## src/hdl/ex_pkg.sv

```systemverilog
package ex_pkg;

  //////////////////////////////////////////////////
  // Widths
  //////////////////////////////////////////////////

  // Default data word width of the stage
  localparam int unsigned DATA_W_DEF = 32;

  // Default register file address width
  localparam int unsigned REG_ADDR_W_DEF = 5;

  //////////////////////////////////////////////////
  // Operation codes
  //////////////////////////////////////////////////

  // ALU operations, arithmetic and logic first, comparisons last
  typedef enum logic [3:0] {
    ADD  = 4'd0,
    SUB  = 4'd1,
    XOR  = 4'd2,
    OR   = 4'd3,
    AND  = 4'd4,
    SLL  = 4'd5,
    SRL  = 4'd6,
    SRA  = 4'd7,
    SLT  = 4'd8,
    SLTU = 4'd9,
    // Branch comparisons
    EQ   = 4'd10,
    NE   = 4'd11,
    LT   = 4'd12,
    GE   = 4'd13,
    LTU  = 4'd14,
    GEU  = 4'd15
  } alu_op_e;

  // Multiplier operations
  // MUL gives the low half, the others the high half
  typedef enum logic [1:0] {
    MUL    = 2'd0,
    MULH   = 2'd1,
    MULHSU = 2'd2,
    MULHU  = 2'd3
  } mult_op_e;

endpackage
```

## src/hdl/ex_stage.sv

```systemverilog
module ex_stage import ex_pkg::*; #(
  parameter int unsigned DATA_W     = DATA_W_DEF,
  parameter int unsigned REG_ADDR_W = REG_ADDR_W_DEF
) (
  input  logic                  clk,
  input  logic                  rst_n,
  // ALU operands from decode
  input  alu_op_e               alu_operator_i,
  input  logic [DATA_W-1:0]     alu_operand_a_i,
  input  logic [DATA_W-1:0]     alu_operand_b_i,
  input  logic [DATA_W-1:0]     alu_operand_c_i,
  input  logic                  alu_en_i,
  // Multiplier operands from decode
  input  mult_op_e              mult_operator_i,
  input  logic [DATA_W-1:0]     mult_operand_a_i,
  input  logic [DATA_W-1:0]     mult_operand_b_i,
  input  logic                  mult_en_i,
  output logic                  mult_multicycle_o,
  // CSR and load/store
  input  logic                  csr_access_i,
  input  logic [DATA_W-1:0]     csr_rdata_i,
  input  logic                  lsu_en_i,
  input  logic [DATA_W-1:0]     lsu_rdata_i,
  // Register file requests
  input  logic                  regfile_alu_we_i,
  input  logic [REG_ADDR_W-1:0] regfile_alu_waddr_i,
  input  logic                  regfile_we_i,
  input  logic [REG_ADDR_W-1:0] regfile_waddr_i,
  // Stall control
  input  logic                  lsu_ready_ex_i,
  input  logic                  lsu_err_i,
  input  logic                  branch_in_ex_i,
  input  logic                  wb_ready_i,
  // Forwarding port
  output logic                  regfile_alu_we_fw_o,
  output logic [REG_ADDR_W-1:0] regfile_alu_waddr_fw_o,
  output logic [DATA_W-1:0]     regfile_alu_wdata_fw_o,
  // Load write port
  output logic                  regfile_we_wb_o,
  output logic [REG_ADDR_W-1:0] regfile_waddr_wb_o,
  output logic [DATA_W-1:0]     regfile_wdata_wb_o,
  // Branch resolution to fetch
  output logic                  branch_decision_o,
  output logic [DATA_W-1:0]     jump_target_o,
  output logic                  ex_ready_o,
  output logic                  ex_valid_o
);

  logic [DATA_W-1:0] alu_result;
  logic              alu_cmp_result;
  logic [DATA_W-1:0] mult_result;
  logic              mult_ready;

  // Branch target is computed in decode and only passes through
  assign branch_decision_o = alu_cmp_result;
  assign jump_target_o     = alu_operand_c_i;

  ex_alu #(
    .DATA_W (DATA_W)
  ) alu0 (
    .operator_i   (alu_operator_i),
    .operand_a_i  (alu_operand_a_i),
    .operand_b_i  (alu_operand_b_i),
    .result_o     (alu_result),
    .cmp_result_o (alu_cmp_result)
  );

  // Stage ready tells the multiplier its high half was taken
  ex_mult #(
    .DATA_W (DATA_W)
  ) mult0 (
    .clk          (clk),
    .rst_n        (rst_n),
    .enable_i     (mult_en_i),
    .operator_i   (mult_operator_i),
    .op_a_i       (mult_operand_a_i),
    .op_b_i       (mult_operand_b_i),
    .ex_ready_i   (ex_ready_o),
    .result_o     (mult_result),
    .ready_o      (mult_ready),
    .multicycle_o (mult_multicycle_o)
  );

  ex_writeback #(
    .DATA_W     (DATA_W),
    .REG_ADDR_W (REG_ADDR_W)
  ) wb0 (
    .clk                    (clk),
    .rst_n                  (rst_n),
    .alu_en_i               (alu_en_i),
    .mult_en_i              (mult_en_i),
    .csr_access_i           (csr_access_i),
    .lsu_en_i               (lsu_en_i),
    .alu_result_i           (alu_result),
    .mult_result_i          (mult_result),
    .csr_rdata_i            (csr_rdata_i),
    .lsu_rdata_i            (lsu_rdata_i),
    .mult_ready_i           (mult_ready),
    .regfile_alu_we_i       (regfile_alu_we_i),
    .regfile_alu_waddr_i    (regfile_alu_waddr_i),
    .regfile_we_i           (regfile_we_i),
    .regfile_waddr_i        (regfile_waddr_i),
    .lsu_ready_ex_i         (lsu_ready_ex_i),
    .lsu_err_i              (lsu_err_i),
    .branch_in_ex_i         (branch_in_ex_i),
    .wb_ready_i             (wb_ready_i),
    .regfile_alu_we_fw_o    (regfile_alu_we_fw_o),
    .regfile_alu_waddr_fw_o (regfile_alu_waddr_fw_o),
    .regfile_alu_wdata_fw_o (regfile_alu_wdata_fw_o),
    .regfile_we_wb_o        (regfile_we_wb_o),
    .regfile_waddr_wb_o     (regfile_waddr_wb_o),
    .regfile_wdata_wb_o     (regfile_wdata_wb_o),
    .ex_ready_o             (ex_ready_o),
    .ex_valid_o             (ex_valid_o)
  );

endmodule

```

## src/hdl/ex_writeback.sv

```systemverilog
module ex_writeback import ex_pkg::*; #(
  parameter int unsigned DATA_W     = DATA_W_DEF,
  parameter int unsigned REG_ADDR_W = REG_ADDR_W_DEF
) (
  input  logic                  clk,
  input  logic                  rst_n,
  // Unit enables
  input  logic                  alu_en_i,
  input  logic                  mult_en_i,
  input  logic                  csr_access_i,
  input  logic                  lsu_en_i,
  // Result sources
  input  logic [DATA_W-1:0]     alu_result_i,
  input  logic [DATA_W-1:0]     mult_result_i,
  input  logic [DATA_W-1:0]     csr_rdata_i,
  input  logic [DATA_W-1:0]     lsu_rdata_i,
  input  logic                  mult_ready_i,
  // ALU write port request
  input  logic                  regfile_alu_we_i,
  input  logic [REG_ADDR_W-1:0] regfile_alu_waddr_i,
  // Load write port request
  input  logic                  regfile_we_i,
  input  logic [REG_ADDR_W-1:0] regfile_waddr_i,
  // Stall control
  input  logic                  lsu_ready_ex_i,
  input  logic                  lsu_err_i,
  input  logic                  branch_in_ex_i,
  input  logic                  wb_ready_i,
  // Forwarding port
  output logic                  regfile_alu_we_fw_o,
  output logic [REG_ADDR_W-1:0] regfile_alu_waddr_fw_o,
  output logic [DATA_W-1:0]     regfile_alu_wdata_fw_o,
  // Load write port
  output logic                  regfile_we_wb_o,
  output logic [REG_ADDR_W-1:0] regfile_waddr_wb_o,
  output logic [DATA_W-1:0]     regfile_wdata_wb_o,
  output logic                  ex_ready_o,
  output logic                  ex_valid_o
);

  logic units_ready;
  logic any_en;
  logic lsu_we;

  //////////////////////////////////////////////////
  // Forwarding write port
  //////////////////////////////////////////////////

  // CSR wins over the multiplier, the multiplier over the ALU
  always_comb begin
    if (csr_access_i) begin
      regfile_alu_wdata_fw_o = csr_rdata_i;
    end else if (mult_en_i) begin
      regfile_alu_wdata_fw_o = mult_result_i;
    end else if (alu_en_i) begin
      regfile_alu_wdata_fw_o = alu_result_i;
    end else begin
      regfile_alu_wdata_fw_o = '0;
    end
  end

  assign regfile_alu_we_fw_o    = regfile_alu_we_i;
  assign regfile_alu_waddr_fw_o = regfile_alu_waddr_i;

  //////////////////////////////////////////////////
  // EX/WB register
  //////////////////////////////////////////////////

  // A bus error on the load cancels the write
  assign lsu_we = regfile_we_i & ~lsu_err_i;

  always_ff @(posedge clk or negedge rst_n) begin
    if (!rst_n) begin
      regfile_we_wb_o    <= 1'b0;
      regfile_waddr_wb_o <= '0;
    end else if (ex_valid_o) begin
      regfile_we_wb_o <= lsu_we;
      if (lsu_we) begin
        regfile_waddr_wb_o <= regfile_waddr_i;
      end
    end else if (wb_ready_i) begin
      // Nothing new arrives, flush the slot
      regfile_we_wb_o <= 1'b0;
    end
  end

  // Load data comes back in the write-back cycle
  assign regfile_wdata_wb_o = lsu_rdata_i;

  // Stage handshake
  assign units_ready = mult_ready_i & lsu_ready_ex_i & wb_ready_i;
  assign any_en      = alu_en_i | mult_en_i | csr_access_i | lsu_en_i;

  // Branches resolve here and never wait for write-back
  assign ex_ready_o  = units_ready | branch_in_ex_i;
  assign ex_valid_o  = any_en & units_ready;

endmodule

```

## src/hdl/ex_mult.sv

```systemverilog
module ex_mult import ex_pkg::*; #(
  parameter int unsigned DATA_W = DATA_W_DEF
) (
  input  logic              clk,
  input  logic              rst_n,
  input  logic              enable_i,
  input  mult_op_e          operator_i,
  input  logic [DATA_W-1:0] op_a_i,
  input  logic [DATA_W-1:0] op_b_i,
  input  logic              ex_ready_i,
  output logic [DATA_W-1:0] result_o,
  output logic              ready_o,
  output logic              multicycle_o
);

  // Second state presents the registered high half
  typedef enum logic {
    MULT_IDLE = 1'b0,
    MULT_HIGH = 1'b1
  } mult_state_e;

  mult_state_e state_q;
  mult_state_e state_d;

  logic                     signed_a;
  logic                     signed_b;
  logic [DATA_W:0]          op_a_ext;
  logic [DATA_W:0]          op_b_ext;
  logic signed [2*DATA_W+1:0] product;
  logic [DATA_W-1:0]        high_q;
  logic                     high_op;
  logic                     load_high;

  //////////////////////////////////////////////////
  // Operand extension and product
  //////////////////////////////////////////////////

  // MULH signs both, MULHSU only a, MULHU neither
  assign signed_a = (operator_i == MULH) || (operator_i == MULHSU);
  assign signed_b = (operator_i == MULH);

  assign op_a_ext = {signed_a & op_a_i[DATA_W-1], op_a_i};
  assign op_b_ext = {signed_b & op_b_i[DATA_W-1], op_b_i};

  // Signed multiply of the extended operands covers all sign modes
  assign product  = $signed(op_a_ext) * $signed(op_b_ext);

  assign high_op  = (operator_i != MUL);

  //////////////////////////////////////////////////
  // Two-cycle control
  //////////////////////////////////////////////////

  always_comb begin
    state_d      = state_q;
    load_high    = 1'b0;
    ready_o      = 1'b1;
    multicycle_o = 1'b0;
    // Low half straight from the multiplier
    result_o     = product[DATA_W-1:0];
    case (state_q)
      MULT_IDLE: begin
        if (enable_i && high_op) begin
          // Stall for one cycle while the product is captured
          ready_o   = 1'b0;
          load_high = 1'b1;
          state_d   = MULT_HIGH;
        end
      end
      MULT_HIGH: begin
        multicycle_o = 1'b1;
        result_o     = high_q;
        // Hold the result until the stage moves on
        if (ex_ready_i) begin
          state_d = MULT_IDLE;
        end
      end
      default: begin
        state_d = MULT_IDLE;
      end
    endcase
  end

  always_ff @(posedge clk or negedge rst_n) begin
    if (!rst_n) begin
      state_q <= MULT_IDLE;
    end else begin
      state_q <= state_d;
    end
  end

  // Upper half of the product for the second cycle
  always_ff @(posedge clk) begin
    if (load_high) begin
      high_q <= product[2*DATA_W-1:DATA_W];
    end
  end

endmodule

```

## src/hdl/ex_alu.sv

```systemverilog
module ex_alu import ex_pkg::*; #(
  parameter int unsigned DATA_W = DATA_W_DEF
) (
  input  alu_op_e           operator_i,
  input  logic [DATA_W-1:0] operand_a_i,
  input  logic [DATA_W-1:0] operand_b_i,
  output logic [DATA_W-1:0] result_o,
  output logic              cmp_result_o
);

  // Shift amount width from the word width
  localparam int unsigned SHAMT_W = $clog2(DATA_W);

  logic              adder_sub;
  logic              cmp_signed;
  logic [DATA_W:0]   adder_op_a;
  logic [DATA_W:0]   adder_op_b;
  logic [DATA_W:0]   adder_sum;
  logic              is_less;
  logic              is_equal;
  logic [DATA_W-1:0] xor_result;

  logic              shift_left;
  logic              shift_arith;
  logic [SHAMT_W-1:0] shift_amt;
  logic [DATA_W-1:0] operand_a_rev;
  logic [DATA_W-1:0] shift_in;
  logic [DATA_W:0]   shift_ext;
  logic [DATA_W-1:0] shift_right_result;
  logic [DATA_W-1:0] shift_right_rev;
  logic [DATA_W-1:0] shift_result;

  logic              cmp_result;

  //////////////////////////////////////////////////
  // Adder and comparator
  //////////////////////////////////////////////////

  // Everything except ADD subtracts
  assign adder_sub  = (operator_i != ADD);

  // Signed compares extend by the sign bit, unsigned by zero
  assign cmp_signed = (operator_i == SLT) || (operator_i == LT) || (operator_i == GE);

  // One extra bit so that the top bit of a - b is the less-than flag
  assign adder_op_a = {cmp_signed & operand_a_i[DATA_W-1], operand_a_i};
  assign adder_op_b = adder_sub ?
                      ~{cmp_signed & operand_b_i[DATA_W-1], operand_b_i} :
                      {cmp_signed & operand_b_i[DATA_W-1], operand_b_i};

  // Carry in of one completes the two's complement of operand b
  assign adder_sum  = adder_op_a + adder_op_b + {{DATA_W{1'b0}}, adder_sub};

  assign is_less    = adder_sum[DATA_W];

  // XOR result doubles as the equality check
  assign xor_result = operand_a_i ^ operand_b_i;
  assign is_equal   = (xor_result == '0);

  // Branch decision, also feeds the set-less-than results
  always_comb begin
    case (operator_i)
      EQ:                  cmp_result = is_equal;
      NE:                  cmp_result = ~is_equal;
      SLT, SLTU, LT, LTU:  cmp_result = is_less;
      GE, GEU:             cmp_result = ~is_less;
      default:             cmp_result = 1'b0;
    endcase
  end

  assign cmp_result_o = cmp_result;

  //////////////////////////////////////////////////
  // Shifter
  //////////////////////////////////////////////////

  assign shift_left  = (operator_i == SLL);
  assign shift_arith = (operator_i == SRA);
  assign shift_amt   = operand_b_i[SHAMT_W-1:0];

  // Bit reversal of operand a for left shifts
  for (genvar i = 0; i < DATA_W; i++) begin : gen_rev_a
    assign operand_a_rev[i] = operand_a_i[DATA_W-1-i];
  end

  assign shift_in = shift_left ? operand_a_rev : operand_a_i;

  // Fill bit is the sign only for arithmetic right shifts
  assign shift_ext = $signed({shift_arith & operand_a_i[DATA_W-1], shift_in}) >>> shift_amt;
  assign shift_right_result = shift_ext[DATA_W-1:0];

  // Reverse back to get the left shift
  for (genvar i = 0; i < DATA_W; i++) begin : gen_rev_res
    assign shift_right_rev[i] = shift_right_result[DATA_W-1-i];
  end

  assign shift_result = shift_left ? shift_right_rev : shift_right_result;

  //////////////////////////////////////////////////
  // Result select
  //////////////////////////////////////////////////

  always_comb begin
    case (operator_i)
      ADD, SUB:      result_o = adder_sum[DATA_W-1:0];
      XOR:           result_o = xor_result;
      OR:            result_o = operand_a_i | operand_b_i;
      AND:           result_o = operand_a_i & operand_b_i;
      SLL, SRL, SRA: result_o = shift_result;
      // Comparisons give the decision zero-extended
      default:       result_o = {{(DATA_W-1){1'b0}}, cmp_result};
    endcase
  end

endmodule

```

## config.mk

```make
export PLATFORM = sky130hd
export DESIGN_NAME = ex_stage
export DESIGN_NICKNAME = d
export VERILOG_FILES = /design/src/hdl/ex_pkg.sv /design/src/hdl/ex_stage.sv /design/src/hdl/ex_writeback.sv /design/src/hdl/ex_mult.sv /design/src/hdl/ex_alu.sv
export SDC_FILE = /design/constraint.sdc
export NUM_CORES = 2
export LEC_CHECK = 0
export BUFFER_PORTS_ARGS = -buffer_cell sky130_fd_sc_hd__buf_2
export CAP_MARGIN = 10
export CORE_ASPECT_RATIO = 0.7
export CORE_MARGIN = 5
export CORE_UTILIZATION = 60
export CTS_CLUSTER_DIAMETER = 80
export DETAILED_ROUTE_END_ITERATION = 10
export PLACE_DENSITY = 0.83
export SYNTH_ARGS = -nofsm -noshare
export SYNTH_HDL_FRONTEND = slang
export SYNTH_SLANG_ARGS = --single-unit
export TNS_END_PERCENT = 100
```

## constraint.sdc

```tcl
create_clock -name clk -period 10.5 [get_ports clk]
set_input_delay 1.05 -clock clk [delete_from_list [all_inputs] [get_ports clk]]
set_output_delay 1.05 -clock clk [all_outputs]
set_load 0.1 [all_outputs]
```

==> results.py <==
metrics = {
    "floorplanning": {
        "num_rows": 85,
        "die_x_um": 345,
        "core_um2": 77300,
        "initial_core_util_pct": 60.8,
        "die_height_um": 244,
        "dieArea_um2": 84200,
        "ios": 364,
    },
    "critical_path": {
        "reg2reg_from": "mult0.state_q$_DFF_PN0_",
        "worstReg2RegEnd": "wb0.regfile_waddr_wb_o[2]$_DFFE_PN0P_",
        "critPathArrivalTime_ns": 8.93,
        "cp-end-kind": "output port",
        "r2r_cells": 8,
        "cp.required_ns": 9.45,
        "crit_start": "mult_operand_a_i[18]",
        "start_kind": "primary input",
        "crit_end": "regfile_alu_wdata_fw_o[29]",
        "ff2ff_setup_slack_ns": 7.48,
        "crit_fanout": 33,
        "worstSetupPathType": "primary input to output port",
    },
    "clock_network": {
        "cts_setup_buffers": 0,
        "clock_path_buffers": 2,
        "clkTransAtPathRegs_ns": 0.06,
        "cts_resized": 0,
        "cts_tree": "yes",
        "numCtsBuffers": 5,
        "cts-root-buf": "clkbuf_16",
        "clk-insertion-delay-late_ns": 0.29,
        "hold_buffers": 0,
        "clock-sinks": 39,
        "cts_max_level": 2,
    },
    "timing": {
        "finalMaxSlewViolations": 0,
        "rsz0062_at_grt": "no",
        "fin_tns_setup_ns": 0,
        "skew_ns": 0.00680,
        "final-hold-violation-count": 0,
        "fin_crit_sh_pct": 95.0,
        "post-route-min-period_ns": 9.98,
        "worstMarginPinSlew_ns": 1.07,
        "setup_viol": 0,
        "max_freq_mhz": 100,
        "maxSlewHeadroom_pct": 27.8,
    },
    "logic_synthesis": {
        "synth_top_area_share_pct": 47.9,
        "synth_seq_cells": 39,
        "synthesis.area_um2": 47000,
        "synth_cell_type_count": 79,
        "synth_nets": 7096,
        "ys_seq_area_share_pct": 2.42,
        "yosysWarnings": 0,
        "synth_cells": 5409,
        "ys.flop_type": "edfxtp_1",
        "async_flop_share_pct": 17.9,
        "synth_area_per_cell_um2": 8.69,
        "synth_edf_count": 32,
        "yosys-top-cells-area": "fa_1 (48%), inv_1 (10%), ha_1 (8.2%), nand2_1 (7.2%), and2_1 (3.4%)",
        "yosysTopAreaCell": "fa_1",
    },
    "finish": {
        "area_growth_pct": 3.16,
        "fin_cells": 6395,
        "layout.nets": 7033,
        "drive_gt1_share_pct": 6.99,
        "mostFrequentLayoutCells": "inv_1 (1278), fa_1 (1126), nand2_1 (907)",
        "layout_commonest_cell": "inv_1",
    },
    "job": {
        "maxCapViolCount": 0,
    },
    "detailed_routing": {
        "drt_iter0_markers": 4756,
        "ant_nets": 0,
        "wl_per_cell_um": 23.8,
        "firstDrtPassIters": 8,
        "vias": 38875,
        "via_per_inst": 6.08,
        "wl_um": 152000,
        "remaining_drc_errors": 0,
    },
    "global_route": {
        "grt_max_degree": 47,
        "grt_pass1_wl_um": 236000,
        "grt_pass1_vias": 40267,
        "gr-usage-all-layers_pct": 36.6,
        "antenna_found_initial": 4,
        "overflow": 0,
    },
    "min_path": {
        "hold_class": "flop to flop",
    },
    "place": {
        "hpwlAfterDp_um": 126000,
        "gp_congestion": 1.08,
        "portBuffers": 223,
        "dp.cells": 6383,
    },
    "run_status": {
        "status": "finished, final reports clean",
    },
}
-- Yosys cell counts (all sizes together), types with 8 or more instances --
cell type,count
inv,1280
fa,1126
nand2,907
ha,309
clkbuf,265
and2,259
a21oi,151
o21ai,128
nor2,119
buf,96
xnor2,96
mux2i,63
a21o,55
nor3,35
xor2,33
and3,32
edfxtp,32
nand3,31
mux4,30
a22oi,26
a221oi,24
a31oi,24
o21a,22
a211oi,18
o211ai,18
nand4,16
nand2b,15
nor2b,15
nor4,15
o21bai,14
or2,12
mux2,11
o221ai,10
o22ai,9
a31o,8
-- logic make-up after synthesis --
kind of cell               synth area share (%)
buffers and inverters                      13.8
adders and majority gates                  56.2
muxes                                      3.04
xor gates and xnor gates                   2.40
AOI/OAI and AO/OA                          8.10
DFF                                        2.42
and+or+nand+nor                            14.1
-- flip-flops by register name (all words and copies together) (netlist names) --
| signal | count |
|---|---|
| wb0.regfile_waddr_wb_o | 5 |
| mult0.state_q | 1 |
| mult0.high_q | 32 |
| wb0.regfile_we_wb_o | 1 |
-- per-layer routing --
layer | up-vias | GRT usage [%] | wire (um)
met5 | - | 0.231 | 0
met4 | 0 | 10.9 | 5890
met3 | 480 | 14.3 | 24500
met2 | 2940 | 52.7 | 64300
met1 | 19385 | 51.6 | 57700
li1 | 16070 | - | -
-- how the worst min path moves through the flow --
stage | startpoint | endpoint | slack (ns) | cells past startpoint
final | wb0.regfile_we_wb_o$_DFFE_PN0P_ | wb0.regfile_we_wb_o$_DFFE_PN0P_ | 0.48 | 1
after global routing | wb0.regfile_we_wb_o$_DFFE_PN0P_ | wb0.regfile_we_wb_o$_DFFE_PN0P_ | 0.52 | 1
after CTS | wb0.regfile_we_wb_o$_DFFE_PN0P_ | wb0.regfile_we_wb_o$_DFFE_PN0P_ | 0.49 | 1
after detailed placement | wb0.regfile_we_wb_o$_DFFE_PN0P_ | wb0.regfile_we_wb_o$_DFFE_PN0P_ | 0.48 | 1
after global placement | wb0.regfile_we_wb_o$_DFFE_PN0P_ | wb0.regfile_we_wb_o$_DFFE_PN0P_ | 0.46 | 1
after floorplan | rst_n | mult0.state_q$_DFF_PN0_ | 0.75 | 0
-- layout make-up --
type                            count  area (um^2)
Sequential cell                    39         1140
Multi-Input combinational cell   3727        39500
Fill cell                        6377        28800
Antenna cell                        4         10.0
Timing Repair Buffer              291         1630
Inverter                         1282         4810
Clock inverter                      3         38.8
Clock buffer                        5          125
Tap cell                         1044         1310
-- critical path, stage by stage --
cell     delay (ns)
buf_2          0.67
nand2_1        0.18
fa_1           0.58
inv_1          0.05
fa_1           0.49
inv_1          0.05
fa_1           0.51
inv_1          0.05
fa_1           0.47
inv_1          0.05
fa_1           0.48
fa_1           0.55
fa_1           0.51
inv_1          0.05
fa_1           0.48
ha_1           0.36
a21oi_1        0.27
nand2_1        0.13
a31oi_1        0.21
o21ai_0        0.10
a21oi_1        0.15
buf_4          0.16
o21ai_0        0.09
xnor2_1        0.23
nor2_1         0.13
o21ai_0        0.36
buf_2          0.50
-- metrics by stage --
step	utilization, %	hold WS [ns]	setup WS [ns]	instance area [um^2]
2_1_floorplan	-	0.754	0.102	47000
3_3_place_gp	62.5	0.464	0.658	48300
3_5_place_dp	62.5	0.477	0.592	48300
4_1_cts	62.7	0.486	0.574	48500
5_1_grt	62.7	0.523	0.128	48500
6_report	62.7	0.483	0.521	48500
Power is not shown: default switching activity piles up to over one toggle a cycle in this logic, so the estimate is an artifact.
